File: config.mk
export PLATFORM = sky130hd
export DESIGN_NAME = wi_pipe
export DESIGN_NICKNAME = d
export VERILOG_FILES = /design/src/design/wi_pkg.sv /design/src/design/inst_decoder.sv /design/src/design/reg_file.sv /design/src/design/hazard_unit.sv /design/src/design/mem_access.sv /design/src/design/wi_pipe.sv
export VERILOG_INCLUDE_DIRS = /design/src /design/src/design
export SDC_FILE = /design/constraint.sdc
export NUM_CORES = 2
export LEC_CHECK = 0
export BUFFER_PORTS_ARGS = -buffer_cell sky130_fd_sc_hd__buf_2
export CORE_MARGIN = 2
export CORE_UTILIZATION = 30
export CTS_CLUSTER_DIAMETER = 120
export CTS_CLUSTER_SIZE = 28
export DETAILED_ROUTE_END_ITERATION = 8
export SLEW_MARGIN = 5
export SYNTH_ARGS = -nofsm -noshare
export SYNTH_HDL_FRONTEND = slang
export SYNTH_SLANG_ARGS = --single-unit
File: constraint.sdc
create_clock -name clk -period 9.9 [get_ports clk]
set_clock_uncertainty 0.05 [all_clocks]
set_input_delay 1.98 -clock clk [delete_from_list [all_inputs] [get_ports clk]]
set_output_delay 1.98 -clock clk [all_outputs]
set_load 0.05 [all_outputs]
File: src/design/wi_defines.svh
`ifndef WI_DEFINES_SVH
`define WI_DEFINES_SVH

// Datapath widths
`define WI_WORD_W      32
`define WI_REG_IDX_W   5
`define WI_NUM_REGS    32
`define WI_OPC_W       6
`define WI_LANES       4

// Byte-enable patterns per access width
`define WI_LANES_WORD  4'hF
`define WI_LANES_HALF  4'hC
`define WI_LANES_BYTE  4'h8

// NOP encoding, used at reset and for bubbles
`define WI_INST_RESET  32'h0400_0000

// Opcodes
`define WI_OPC_HALT     6'b000000
`define WI_OPC_NOP      6'b000001
`define WI_OPC_RTYPE    6'b110110
`define WI_OPC_ADDI     6'b010000
`define WI_OPC_LD_CLASS 4'b1000
`define WI_OPC_ST_CLASS 4'b1001

`endif

File: src/design/wi_pkg.sv
`include "wi_defines.svh"

package wi_pkg;

   // Plain vectors with a meaning
   typedef logic [`WI_WORD_W-1:0]    word_t;
   typedef logic [`WI_WORD_W-1:0]    pc_t;
   typedef logic [`WI_WORD_W-1:0]    inst_t;
   typedef logic [`WI_REG_IDX_W-1:0] reg_idx_t;
   typedef logic [`WI_LANES-1:0]     lane_mask_t;

   // R-type function, taken from instruction bits 1:0
   typedef enum logic [1:0] {
      ALU_ADD = 2'b00,
      ALU_SUB = 2'b01,
      ALU_XOR = 2'b10,
      ALU_AND = 2'b11
   } alu_op_t;

   // Access width, from opcode bits 1:0 of a load or store
   typedef enum logic [1:0] {
      GRAN_WORD = 2'b00,
      GRAN_BYTE = 2'b01,
      GRAN_HALF = 2'b10,
      GRAN_BAD  = 2'b11
   } mem_gran_t;

   // Source of an execute operand
   typedef enum logic [1:0] {
      FWD_REG   = 2'b00,
      FWD_EXMEM = 2'b01,
      FWD_MEMWB = 2'b10
   } fwd_sel_t;

endpackage

File: src/design/inst_decoder.sv
`timescale 1ns/10ps
`include "wi_defines.svh"

module inst_decoder
   import wi_pkg::*;
(
   input  inst_t     inst_i,
   output logic      reg_write_o,
   output logic      mem_read_o,
   output logic      mem_write_o,
   output logic      mem_to_reg_o,
   output logic      alu_src_imm_o,
   output logic      halt_o,
   output logic      dec_err_o,
   output alu_op_t   alu_op_o,
   output mem_gran_t mem_gran_o,
   output reg_idx_t  dest_o
);

   logic [`WI_OPC_W-1:0] opcode;
   logic                 is_load;
   logic                 is_store;

   assign opcode   = inst_i[31:26];
   assign is_load  = (opcode[5:2] == `WI_OPC_LD_CLASS);
   assign is_store = (opcode[5:2] == `WI_OPC_ST_CLASS);

   // R-type writes rd, ADDI and loads write rt
   assign dest_o = (opcode == `WI_OPC_RTYPE) ? inst_i[15:11] : inst_i[20:16];

   always_comb begin
      reg_write_o   = 1'b0;
      mem_read_o    = 1'b0;
      mem_write_o   = 1'b0;
      mem_to_reg_o  = 1'b0;
      alu_src_imm_o = 1'b0;
      halt_o        = 1'b0;
      dec_err_o     = 1'b0;
      alu_op_o      = ALU_ADD;
      mem_gran_o    = GRAN_WORD;
      if (is_load) begin
         reg_write_o   = 1'b1;
         mem_read_o    = 1'b1;
         mem_to_reg_o  = 1'b1;
         alu_src_imm_o = 1'b1;
         mem_gran_o    = mem_gran_t'(opcode[1:0]);
      end else if (is_store) begin
         // Width check happens later, in the memory stage
         mem_write_o   = 1'b1;
         alu_src_imm_o = 1'b1;
         mem_gran_o    = mem_gran_t'(opcode[1:0]);
      end else begin
         case (opcode)
            `WI_OPC_HALT:  halt_o = 1'b1;
            `WI_OPC_NOP:   dec_err_o = 1'b0;
            `WI_OPC_RTYPE: begin
               reg_write_o = 1'b1;
               alu_op_o    = alu_op_t'(inst_i[1:0]);
            end
            `WI_OPC_ADDI: begin
               reg_write_o   = 1'b1;
               alu_src_imm_o = 1'b1;
            end
            default:       dec_err_o = 1'b1;
         endcase
      end
   end

endmodule

File: src/design/reg_file.sv
`timescale 1ns/10ps
`include "wi_defines.svh"

module reg_file
   import wi_pkg::*;
(
   input  logic     clk,
   input  logic     rst_n,
   input  reg_idx_t rd_a_i,
   input  reg_idx_t rd_b_i,
   input  logic     wr_en_i,
   input  reg_idx_t wr_idx_i,
   input  word_t    wr_data_i,
   output word_t    rd_a_o,
   output word_t    rd_b_o
);

   word_t regs [`WI_NUM_REGS];

   always_ff @(posedge clk or negedge rst_n) begin
      if (!rst_n) begin
         for (int i = 0; i < `WI_NUM_REGS; i++) begin
            regs[i] <= '0;
         end
      end else if (wr_en_i) begin
         regs[wr_idx_i] <= wr_data_i;
      end
   end

   // Write-through bypass
   // a decode read of the register being written back sees the new value
   assign rd_a_o = (wr_en_i && (wr_idx_i == rd_a_i)) ? wr_data_i : regs[rd_a_i];
   assign rd_b_o = (wr_en_i && (wr_idx_i == rd_b_i)) ? wr_data_i : regs[rd_b_i];

endmodule

File: src/design/hazard_unit.sv
`timescale 1ns/10ps

module hazard_unit
   import wi_pkg::*;
(
   input  reg_idx_t id_rs_i,
   input  reg_idx_t id_rt_i,
   input  logic     ex_mem_read_i,
   input  reg_idx_t ex_dest_i,
   input  reg_idx_t ex_rs_i,
   input  reg_idx_t ex_rt_i,
   input  logic     exmem_reg_write_i,
   input  reg_idx_t exmem_dest_i,
   input  logic     memwb_reg_write_i,
   input  reg_idx_t memwb_dest_i,
   output logic     stall_o,
   output fwd_sel_t fwd_a_o,
   output fwd_sel_t fwd_b_o
);

   // Youngest producer wins, so EX/MEM is checked before MEM/WB
   function automatic fwd_sel_t pick_src(
      input reg_idx_t src,
      input logic     exmem_we,
      input reg_idx_t exmem_dest,
      input logic     memwb_we,
      input reg_idx_t memwb_dest
   );
      fwd_sel_t sel;
      if (exmem_we && (exmem_dest == src)) begin
         sel = FWD_EXMEM;
      end else if (memwb_we && (memwb_dest == src)) begin
         sel = FWD_MEMWB;
      end else begin
         sel = FWD_REG;
      end
      return sel;
   endfunction

   // Load data is only ready after the memory stage
   assign stall_o = ex_mem_read_i &&
                    ((ex_dest_i == id_rs_i) || (ex_dest_i == id_rt_i));

   assign fwd_a_o = pick_src(ex_rs_i, exmem_reg_write_i, exmem_dest_i,
                             memwb_reg_write_i, memwb_dest_i);
   assign fwd_b_o = pick_src(ex_rt_i, exmem_reg_write_i, exmem_dest_i,
                             memwb_reg_write_i, memwb_dest_i);

endmodule

File: src/design/mem_access.sv
`timescale 1ns/10ps
`include "wi_defines.svh"

module mem_access
   import wi_pkg::*;
(
   input  logic       mem_read_i,
   input  logic       mem_write_i,
   input  mem_gran_t  mem_gran_i,
   input  word_t      rd_data_i,
   output lane_mask_t we_o,
   output lane_mask_t re_o,
   output word_t      load_data_o,
   output logic       gran_err_o
);

   lane_mask_t lanes;

   // Lane pattern per width, nothing for the unsupported one
   always_comb begin
      case (mem_gran_i)
         GRAN_WORD: lanes = `WI_LANES_WORD;
         GRAN_HALF: lanes = `WI_LANES_HALF;
         GRAN_BYTE: lanes = `WI_LANES_BYTE;
         default:   lanes = '0;
      endcase
   end

   assign we_o = mem_write_i ? lanes : '0;
   assign re_o = mem_read_i  ? lanes : '0;

   // Narrow loads keep the low bits, zero above
   always_comb begin
      case (mem_gran_i)
         GRAN_WORD: load_data_o = rd_data_i;
         GRAN_HALF: load_data_o = word_t'(rd_data_i[15:0]);
         GRAN_BYTE: load_data_o = word_t'(rd_data_i[7:0]);
         default:   load_data_o = '0;
      endcase
   end

   assign gran_err_o = (mem_read_i || mem_write_i) && (mem_gran_i == GRAN_BAD);

endmodule

File: src/design/wi_pipe.sv
`timescale 1ns/10ps
`include "wi_defines.svh"

module wi_pipe
   import wi_pkg::*;
(
   input  logic       clk,
   input  logic       rst_n,
   input  inst_t      inst_i,
   input  word_t      data_mem_to_proc_i,
   output pc_t        iaddr_o,
   output word_t      daddr_o,
   output lane_mask_t we_o,
   output lane_mask_t re_o,
   output word_t      data_proc_to_mem_o,
   output logic       err_o,
   output logic       halt_o
);

   // Fetch
   pc_t       pc_q;
   inst_t     ifid_inst;
   logic      hold_fetch;
   // Decode
   logic      dec_reg_write, dec_mem_read, dec_mem_write, dec_mem_to_reg;
   logic      dec_alu_src_imm, dec_halt, dec_err, stall;
   alu_op_t   dec_alu_op;
   mem_gran_t dec_gran;
   reg_idx_t  dec_dest;
   word_t     rf_a, rf_b, dec_imm;
   // Execute
   logic      idex_reg_write, idex_mem_read, idex_mem_write, idex_mem_to_reg;
   logic      idex_alu_src_imm, idex_halt;
   alu_op_t   idex_alu_op;
   mem_gran_t idex_gran;
   word_t     idex_a, idex_b, idex_imm;
   reg_idx_t  idex_rs, idex_rt, idex_dest;
   fwd_sel_t  fwd_a, fwd_b;
   word_t     ex_a, ex_b, alu_b, alu_res;
   // Memory
   logic      exmem_reg_write, exmem_mem_read, exmem_mem_write, exmem_mem_to_reg;
   logic      exmem_halt, gran_err;
   mem_gran_t exmem_gran;
   word_t     exmem_alu, exmem_st_data, load_data;
   reg_idx_t  exmem_dest;
   // Writeback
   logic      memwb_reg_write, memwb_mem_to_reg, memwb_halt;
   word_t     memwb_load, memwb_alu, wb_data;
   reg_idx_t  memwb_dest;

   function automatic word_t operand_mux(input fwd_sel_t sel, input word_t reg_val,
                                         input word_t exmem_val, input word_t memwb_val);
      word_t val;
      case (sel)
         FWD_EXMEM: val = exmem_val;
         FWD_MEMWB: val = memwb_val;
         default:   val = reg_val;
      endcase
      return val;
   endfunction

   ////////////////////////////////////////////////////////////////////////////
   // Fetch

   // HALT in decode freezes fetch for good, a stall for one cycle
   assign hold_fetch = stall | dec_halt;
   assign iaddr_o    = pc_q;

   always_ff @(posedge clk or negedge rst_n) begin
      if (!rst_n) begin
         pc_q      <= '0;
         ifid_inst <= `WI_INST_RESET;
      end else if (!hold_fetch) begin
         pc_q      <= pc_q + pc_t'(4);
         ifid_inst <= inst_i;
      end
   end

   ////////////////////////////////////////////////////////////////////////////
   // Decode

   inst_decoder inst_decoder_inst (
      .inst_i(ifid_inst), .reg_write_o(dec_reg_write), .mem_read_o(dec_mem_read),
      .mem_write_o(dec_mem_write), .mem_to_reg_o(dec_mem_to_reg),
      .alu_src_imm_o(dec_alu_src_imm), .halt_o(dec_halt), .dec_err_o(dec_err),
      .alu_op_o(dec_alu_op), .mem_gran_o(dec_gran), .dest_o(dec_dest)
   );

   reg_file reg_file_inst (
      .clk(clk), .rst_n(rst_n), .rd_a_i(ifid_inst[25:21]), .rd_b_i(ifid_inst[20:16]),
      .wr_en_i(memwb_reg_write), .wr_idx_i(memwb_dest), .wr_data_i(wb_data),
      .rd_a_o(rf_a), .rd_b_o(rf_b)
   );

   assign dec_imm = {{(`WI_WORD_W-16){ifid_inst[15]}}, ifid_inst[15:0]};

   // Stall squashes everything with a side effect into a bubble
   always_ff @(posedge clk or negedge rst_n) begin
      if (!rst_n) begin
         idex_reg_write   <= 1'b0;
         idex_mem_read    <= 1'b0;
         idex_mem_write   <= 1'b0;
         idex_mem_to_reg  <= 1'b0;
         idex_alu_src_imm <= 1'b0;
         idex_halt        <= 1'b0;
         idex_alu_op      <= ALU_ADD;
         idex_gran        <= GRAN_WORD;
      end else begin
         idex_reg_write   <= dec_reg_write & ~stall;
         idex_mem_read    <= dec_mem_read & ~stall;
         idex_mem_write   <= dec_mem_write & ~stall;
         idex_mem_to_reg  <= dec_mem_to_reg & ~stall;
         idex_alu_src_imm <= dec_alu_src_imm;
         idex_halt        <= dec_halt & ~stall;
         idex_alu_op      <= dec_alu_op;
         idex_gran        <= dec_gran;
      end
   end

   always_ff @(posedge clk) begin
      idex_a    <= rf_a;
      idex_b    <= rf_b;
      idex_imm  <= dec_imm;
      idex_rs   <= ifid_inst[25:21];
      idex_rt   <= ifid_inst[20:16];
      idex_dest <= dec_dest;
   end

   hazard_unit hazard_unit_inst (
      .id_rs_i(ifid_inst[25:21]), .id_rt_i(ifid_inst[20:16]),
      .ex_mem_read_i(idex_mem_read), .ex_dest_i(idex_dest),
      .ex_rs_i(idex_rs), .ex_rt_i(idex_rt),
      .exmem_reg_write_i(exmem_reg_write), .exmem_dest_i(exmem_dest),
      .memwb_reg_write_i(memwb_reg_write), .memwb_dest_i(memwb_dest),
      .stall_o(stall), .fwd_a_o(fwd_a), .fwd_b_o(fwd_b)
   );

   ////////////////////////////////////////////////////////////////////////////
   // Execute

   assign ex_a  = operand_mux(fwd_a, idex_a, exmem_alu, wb_data);
   assign ex_b  = operand_mux(fwd_b, idex_b, exmem_alu, wb_data);
   assign alu_b = idex_alu_src_imm ? idex_imm : ex_b;

   always_comb begin
      case (idex_alu_op)
         ALU_SUB: alu_res = ex_a - alu_b;
         ALU_XOR: alu_res = ex_a ^ alu_b;
         ALU_AND: alu_res = ex_a & alu_b;
         default: alu_res = ex_a + alu_b;
      endcase
   end

   always_ff @(posedge clk or negedge rst_n) begin
      if (!rst_n) begin
         exmem_reg_write  <= 1'b0;
         exmem_mem_read   <= 1'b0;
         exmem_mem_write  <= 1'b0;
         exmem_mem_to_reg <= 1'b0;
         exmem_halt       <= 1'b0;
         exmem_gran       <= GRAN_WORD;
      end else begin
         exmem_reg_write  <= idex_reg_write;
         exmem_mem_read   <= idex_mem_read;
         exmem_mem_write  <= idex_mem_write;
         exmem_mem_to_reg <= idex_mem_to_reg;
         exmem_halt       <= idex_halt;
         exmem_gran       <= idex_gran;
      end
   end

   // Store data is rt after forwarding
   always_ff @(posedge clk) begin
      exmem_alu     <= alu_res;
      exmem_st_data <= ex_b;
      exmem_dest    <= idex_dest;
   end

   ////////////////////////////////////////////////////////////////////////////
   // Memory and writeback

   assign daddr_o            = exmem_alu;
   assign data_proc_to_mem_o = exmem_st_data;

   mem_access mem_access_inst (
      .mem_read_i(exmem_mem_read), .mem_write_i(exmem_mem_write),
      .mem_gran_i(exmem_gran), .rd_data_i(data_mem_to_proc_i),
      .we_o(we_o), .re_o(re_o), .load_data_o(load_data), .gran_err_o(gran_err)
   );

   // A bad-width load must not reach the register file
   always_ff @(posedge clk or negedge rst_n) begin
      if (!rst_n) begin
         memwb_reg_write  <= 1'b0;
         memwb_mem_to_reg <= 1'b0;
         memwb_halt       <= 1'b0;
      end else begin
         memwb_reg_write  <= exmem_reg_write & ~gran_err;
         memwb_mem_to_reg <= exmem_mem_to_reg;
         memwb_halt       <= memwb_halt | exmem_halt;
      end
   end

   always_ff @(posedge clk) begin
      memwb_load <= load_data;
      memwb_alu  <= exmem_alu;
      memwb_dest <= exmem_dest;
   end

   assign wb_data = memwb_mem_to_reg ? memwb_load : memwb_alu;
   assign halt_o  = memwb_halt;
   assign err_o   = dec_err | gran_err;

endmodule

# Word-level counts from Yosys, hierarchy flattened
# Cells that the tools add are included.
# Widths: inputs -> output; s select.
# op_classes
n_addsub,3
multipliers,0
div,0
n_lt_le_gt_ge,4
n_eq_ne,23
shifts,0
mux,45
bitwise,15
n_reduce_logical,15
# op_table
cell,n
$bwmux 1024,1
$bmux 32 s5,2
$mux 32,9
$pmux 32 s3,2
$demux 32 s5,1
$pmux 32 s2,2
$eq 5x5->1,8
$add 32x3->32 const B,1
$add 32x32->32,1
$and 32x32->32,1
$sub 32x32->32,1
$xor 32x32->32,1
$ge 6x6->1 const B,3
$mux 2,9
$not 5->6,3
$mux 1,15
$eq 2x2->1 const B,6
$pmux 4 s3,1
$logic_and 1x1->1,9
$eq 2x1->1 const B,4
$eq 4x4->1 const B,2
$mux 4,2
$eq 6x1->1 const B,1
$eq 6x5->1 const B,1
other kinds (11),19
# totals
regBits,1339
latch_bits,0
ramBits,0
rom_bits,0
output_inout_bits,106
n_memories,0

# Logic depth before layout (Yosys ltp)
# logic_depth
ltp_word,9
mapped_depth,33

# Cells and area by module
# A second synthesis with hierarchy kept.
# hier_totals
cells_unflattened,5282
area_unflattened_um2,69367.8
# modules_own_cells
mod,n_inst,cells_per_inst,area_per_inst_um2
reg_file,1,3899,55050.3
wi_pipe,1,1258,13327.8
mem_access,1,48,404.1
hazard_unit,1,45,364.1
inst_decoder,1,32,221.5

# Worst setup path before layout
# No wires, ideal clock.
# synth_path
path_kind,reg-to-reg
from,register idex_rt[3]
to,register exmem_alu[31] (netlist: daddr_o[31])
setup_ns,0.103
arrival_ns,6.748
setup_slack_ns,2.999
path_stages_with_launch,32
path_buffers,6
path_cell_list,dfxtp_1 xor2_1 nor4_4 and2_1 buf_4 clkbuf_1 clkbuf_1 clkbuf_1 clkbuf_1 clkbuf_1 o21ai_0 mux2i_1 ha_1 inv_1 a221oi_1 nand4bb_1 nor4_1 and2_1 a21oi_1 xnor2_1 ha_1 a211oi_1 nand2_1 or4_1 o211ai_1 o21a_1 o311ai_0 a41o_1 nand3_1 a21o_1 nand4b_1 a2111oi_2
# synth_via
elab_chain_len,9
word_cells_on_any_way,15
# synth_lines
item,line,source
from (decl),wi_pipe.sv:37,"reg_idx_t idex_rs, idex_rt, idex_dest;"
from (signal assigned),wi_pipe.sv:125,idex_rt <= ifid_inst[20:16];
$eq 5x5->1,hazard_unit.sv:32,end else if (memwb_we && (memwb_dest == src)) begin
$logic_and 1x1->1,hazard_unit.sv:32,
$mux 2,hazard_unit.sv:32,
$mux 2 (*),hazard_unit.sv:30,if (exmem_we && (exmem_dest == src)) begin
$eq 2x2->1 / $eq 2x1->1 (equally long branches),wi_pipe.sv:54,case (sel)
$pmux 32 s2 (*),wi_pipe.sv:54,
named net ex_b[1],wi_pipe.sv:39,"word_t ex_a, ex_b, alu_b, alu_res;"
$mux 32 (*),wi_pipe.sv:143,assign alu_b = idex_alu_src_imm ? idex_imm : ex_b;
$add 32x32->32 / $sub 32x32->32 (equally long branches),"wi_pipe.sv:150, wi_pipe.sv:147",
$pmux 32 s3 (*),wi_pipe.sv:146,case (idex_alu_op)
named net alu_res[31],wi_pipe.sv:39,
to (signal assigned),wi_pipe.sv:174,exmem_alu <= alu_res;
to (decl),wi_pipe.sv:44,"word_t exmem_alu, exmem_st_data, load_data;"
# The timed path passes the listed nets; every way through them passes the cells marked *.
# A chain may end at the register's enable or synchronous reset.

# Worst setup path after layout
# layout_path
from,register memwb_mem_to_reg
to,register exmem_alu[31] (netlist: daddr_o[31])
# layout_via
elab_chain_len,5
word_cells_on_any_way,9
# layout_lines
item,line,source
from (decl),wi_pipe.sv:47,"logic memwb_reg_write, memwb_mem_to_reg, memwb_halt;"
from (signal assigned),wi_pipe.sv:199,memwb_mem_to_reg <= exmem_mem_to_reg;
$mux 32 (*),wi_pipe.sv:210,assign wb_data = memwb_mem_to_reg ? memwb_load : memwb_alu;
$pmux 32 s2 (*),wi_pipe.sv:54,
named net ex_b[13],wi_pipe.sv:39,
$mux 32 (*),wi_pipe.sv:143,
$add 32x32->32 / $sub 32x32->32 (equally long branches),"wi_pipe.sv:150, wi_pipe.sv:147",
$pmux 32 s3 (*),wi_pipe.sv:146,
named net alu_res[31],wi_pipe.sv:39,
# Marks and branches as above.

==> impl_metrics.py <==
metrics = {
    "outcome": {
        "status": "finished clean",
    },
    "timing": {
        "rsz0062_at_grt": "no",
        "fmaxAchievable_mhz": 133,
        "relSlewSlack": 0.141,
        "drv_slew": 0,
        "hold_viol": 0,
        "fin_crit_sh": 0.760,
        "fin_setup_tns_ns": 0,
        "tightest_slew_ns": 1.28,
        "whs_ns": 0.309,
        "post-route-min-period_ns": 7.52,
        "setup_viol": 0,
    },
    "power_and_ir_drop": {
        "p_leak_nw": 29.8,
        "p_per_area_nw_per_um2": 186,
        "irDropWorstVdd_mv": 0.137,
    },
    "worst_setup_path": {
        "timing.rr.end": "daddr_o[31]",
        "cpMostUsedCell": "mux2_2",
        "path_class": "flop to flop",
        "critPathLaunch": "memwb_mem_to_reg",
        "crit_end": "daddr_o[31]",
        "reg2reg_from": "memwb_mem_to_reg",
        "arrival_ns": 8.10,
        "critPathCaptureType": "flop",
        "reg2reg_depth": 22,
        "reg2reg_setup_slack_ns": 2.38,
        "worstPathMaxFanout": 36,
        "slowest_stage": "mux2i_4",
        "critPathRequiredTime_ns": 10.48,
        "startpoint_type": "flop",
        "cpPeakStageDelay_ns": 0.99,
        "path_cells": "buf_4 > mux2i_4 > and3_1 > o31ai_1 > mux2_2 > or4b_4 > a2111oi_4 > a21oi_1 > xnor2_1 > mux2_2 > ha_1 > a211oi_1 > nand2_1 > or4_1 > o211ai_1 > o21a_1 > o311ai_0 > a41o_1 > nand3_1 > a21o_1 > nand4b_1 > a2111oi_2",
    },
    "clock_tree": {
        "cts_root_buf": "clkbuf_16",
        "htreeDepth": 2,
        "cts_tree": "yes",
        "postCtsHoldBufs": 0,
        "cts.sink_count": 1337,
        "clock_path_buffers": 3,
        "insertion_delay_ns": 0.72,
        "cts_buffers": 53,
        "post_cts_resized": 0,
        "postCtsSetupBuffers": 0,
        "clkTransAtPathRegs_ns": 0.12,
    },
    "synth": {
        "synth_enable_flop_cells": 0,
        "synth_flop_cell": "dfrtp_1",
        "synthCells": 5901,
        "netlist_area_um2": 66500,
        "synth-seq-area-share": 0.486,
        "synth_cell_types": 72,
        "async_flop_share": 0.826,
        "synth.avg_cell_area_um2": 11.3,
        "ys_seq_elements": 1337,
        "ys_warn_count": 0,
    },
    "floorplanning": {
        "rows": 172,
        "start_util": 0.302,
        "core-area_um2": 220000,
        "fp.dieW_um": 475,
        "io_pins": 172,
        "die_h_um": 475,
        "die_area_um2": 225000,
    },
    "global_route": {
        "grt_remaining_overflow": 0,
        "antenna_found_initial": 3,
        "grt_first_pass_wirelength_um": 311000,
        "track_usage": 0.182,
        "grt_pass1_vias": 46900,
        "grt_max_degree": 171,
    },
    "layout": {
        "fin_util": 0.327,
        "largest_reg_flops": 1024,
        "fin_cells": 8676,
        "fin_area_um2": 72000,
        "syn_to_final_growth_pct": 8.31,
        "final_nets": 5803,
        "largest_register": "reg_file_inst.regs",
        "post_route_cells_drive_above_1_share": 0.194,
    },
    "placed_design": {
        "placed_cells": 8574,
        "port_buffers": 169,
        "hpwl_um": 123000,
        "place_area_um2": 70400,
        "place.gp.congestion": 0.931,
    },
    "hold_path": {
        "hold_class": "flop to flop",
    },
    "drt": {
        "dr_total_vias": 47200,
        "antenna_left": 0,
        "avgRoutedWirePerCell_um": 23.9,
        "via_per_inst": 5.44,
        "wl_um": 207000,
        "drt_iter0_drc": 5269,
        "drt-pass1-iter-count": 6,
        "drc": 0,
    },
    "run": {
        "drv_cap": 0,
    },
}
metrics by stage:
step,worst slack (ns),total power [mW]
3_3_place_gp,2.39,10.6
4_1_cts,2.45,13.5
5_1_grt,1.94,14.1
6_report,2.38,13.4
2_1_floorplan,3.00,9.40
3_5_place_dp,2.47,10.7
final cells by class:
class	count	area, um^2
well taps	2958	3700
multi-input cells	3993	32700
flip-flops and latches	1337	32300
fillers	22000	148000
clock buffers	95	1530
diodes	5	12.5
inverters	28	105
repair buffers	258	1660
clock inverters	2	17.5
cell usage after synthesis, types with 6 or more instances:
master / number / area share
dfrtp_1: 1103 / 0.42
nand2_1: 692 / 0.039
o21ai_0: 655 / 0.049
a21oi_1: 642 / 0.048
mux4_2: 640 / 0.22
nor2_1: 612 / 0.035
clkbuf_1: 478 / 0.027
dfxtp_1: 233 / 0.070
nor2b_1: 77 / 0.0072
a211oi_1: 69 / 0.0078
xnor2_1: 69 / 0.0091
ha_1: 65 / 0.012
mux2i_1: 58 / 0.0087
buf_1: 56 / 0.0032
mux2_2: 56 / 0.0095
xor2_1: 53 / 0.0070
and2_1: 39 / 0.0037
nand3_1: 29 / 0.0022
inv_1: 28 / 0.0016
nor3_1: 28 / 0.0021
and3_1: 25 / 0.0024
o31ai_1: 24 / 0.0027
nand2b_1: 17 / 0.0016
nand4_1: 17 / 0.0016
o211ai_1: 15 / 0.0017
o21a_1: 15 / 0.0017
nor4_1: 12 / 0.0011
a21o_1: 11 / 0.0012
buf_4: 6 / 0.00068
cell families (layout without fill, tap and decap cells):
group                    count (synthesis)  count (layout)  share of synthesized area
AND/OR/NAND/NOR                       1579            1579                     0.0997
flip-flops                            1337            1337                      0.486
multiplexers                           754             754                      0.235
XOR/XNOR                               122             122                     0.0161
adder cells (fa/ha/maj)                 66              66                     0.0125
buffers and inverters                  572             383                     0.0328
AO/OA/AOI/OAI                         1470            1470                      0.118
other                                    1               7                  0.0000564
per-layer routing:
| metal | vias up | part of all wire | global-route usage |
|---|---|---|---|
| met5 | - | 0 | 0 |
| met4 | 0 | 0.032 | 0.0544 |
| met3 | 333 | 0.080 | 0.0261 |
| met2 | 1960 | 0.47 | 0.294 |
| met1 | 24100 | 0.42 | 0.253 |
| li1 | 20800 | - | - |
critical path: cells and delay by family (launching register included):
kind / cells / cell delay, ns
multiplexers: 3 / 1.63
adder cells (fa/ha/maj): 1 / 0.23
buffers and inverters: 1 / 0.68
AO/OA/AOI/OAI: 10 / 2.31
XOR/XNOR: 1 / 0.14
flip-flops: 1 / 0.70
AND/OR/NAND/NOR: 6 / 1.66
how the worst min path moves through the flow:
stage	from	endpoint	slack [ns]	cells after the start
2_1_floorplan	idex_gran[0]	exmem_gran[0]	0.28	0
3_3_place_gp	idex_gran[1]	exmem_gran[1]	0.28	0
3_5_place_dp	idex_mem_write	exmem_mem_write	0.29	0
4_1_cts	idex_mem_write	exmem_mem_write	0.31	0
5_1_grt	idex_mem_write	exmem_mem_write	0.32	0
6_report	idex_mem_write	exmem_mem_write	0.31	0
where the power goes:
part / internal (mW) / switching [mW]
registers: 6.17 / 0.683
logic: 1.44 / 2.32
clock network: 1.06 / 1.75
total: 8.67 / 4.75
cell usage in the layout (no fill, tap or decap), drive strengths merged, types with 11 or more instances in the layout:
master,Yosys,final
mux4,640,640
buf,66,258
inv,28,30
a21oi,642,642
o21a,15,15
nor2b,77,77
and3,25,25
ha,65,65
a211oi,69,69
a21o,11,11
dfxtp,233,233
o211ai,15,15
mux2i,58,58
xor2,53,53
o31ai,24,24
nand4,17,17
xnor2,69,69
nor2,612,612
nand3,29,29
o21ai,655,655
nand2b,17,17
nor4,14,14
dfrtp,1103,1103
clkbuf,478,95
nand2,692,692
mux2,56,56
and2,40,40
nor3,28,28
No activity file was read; power rests on OpenSTA's default activity.
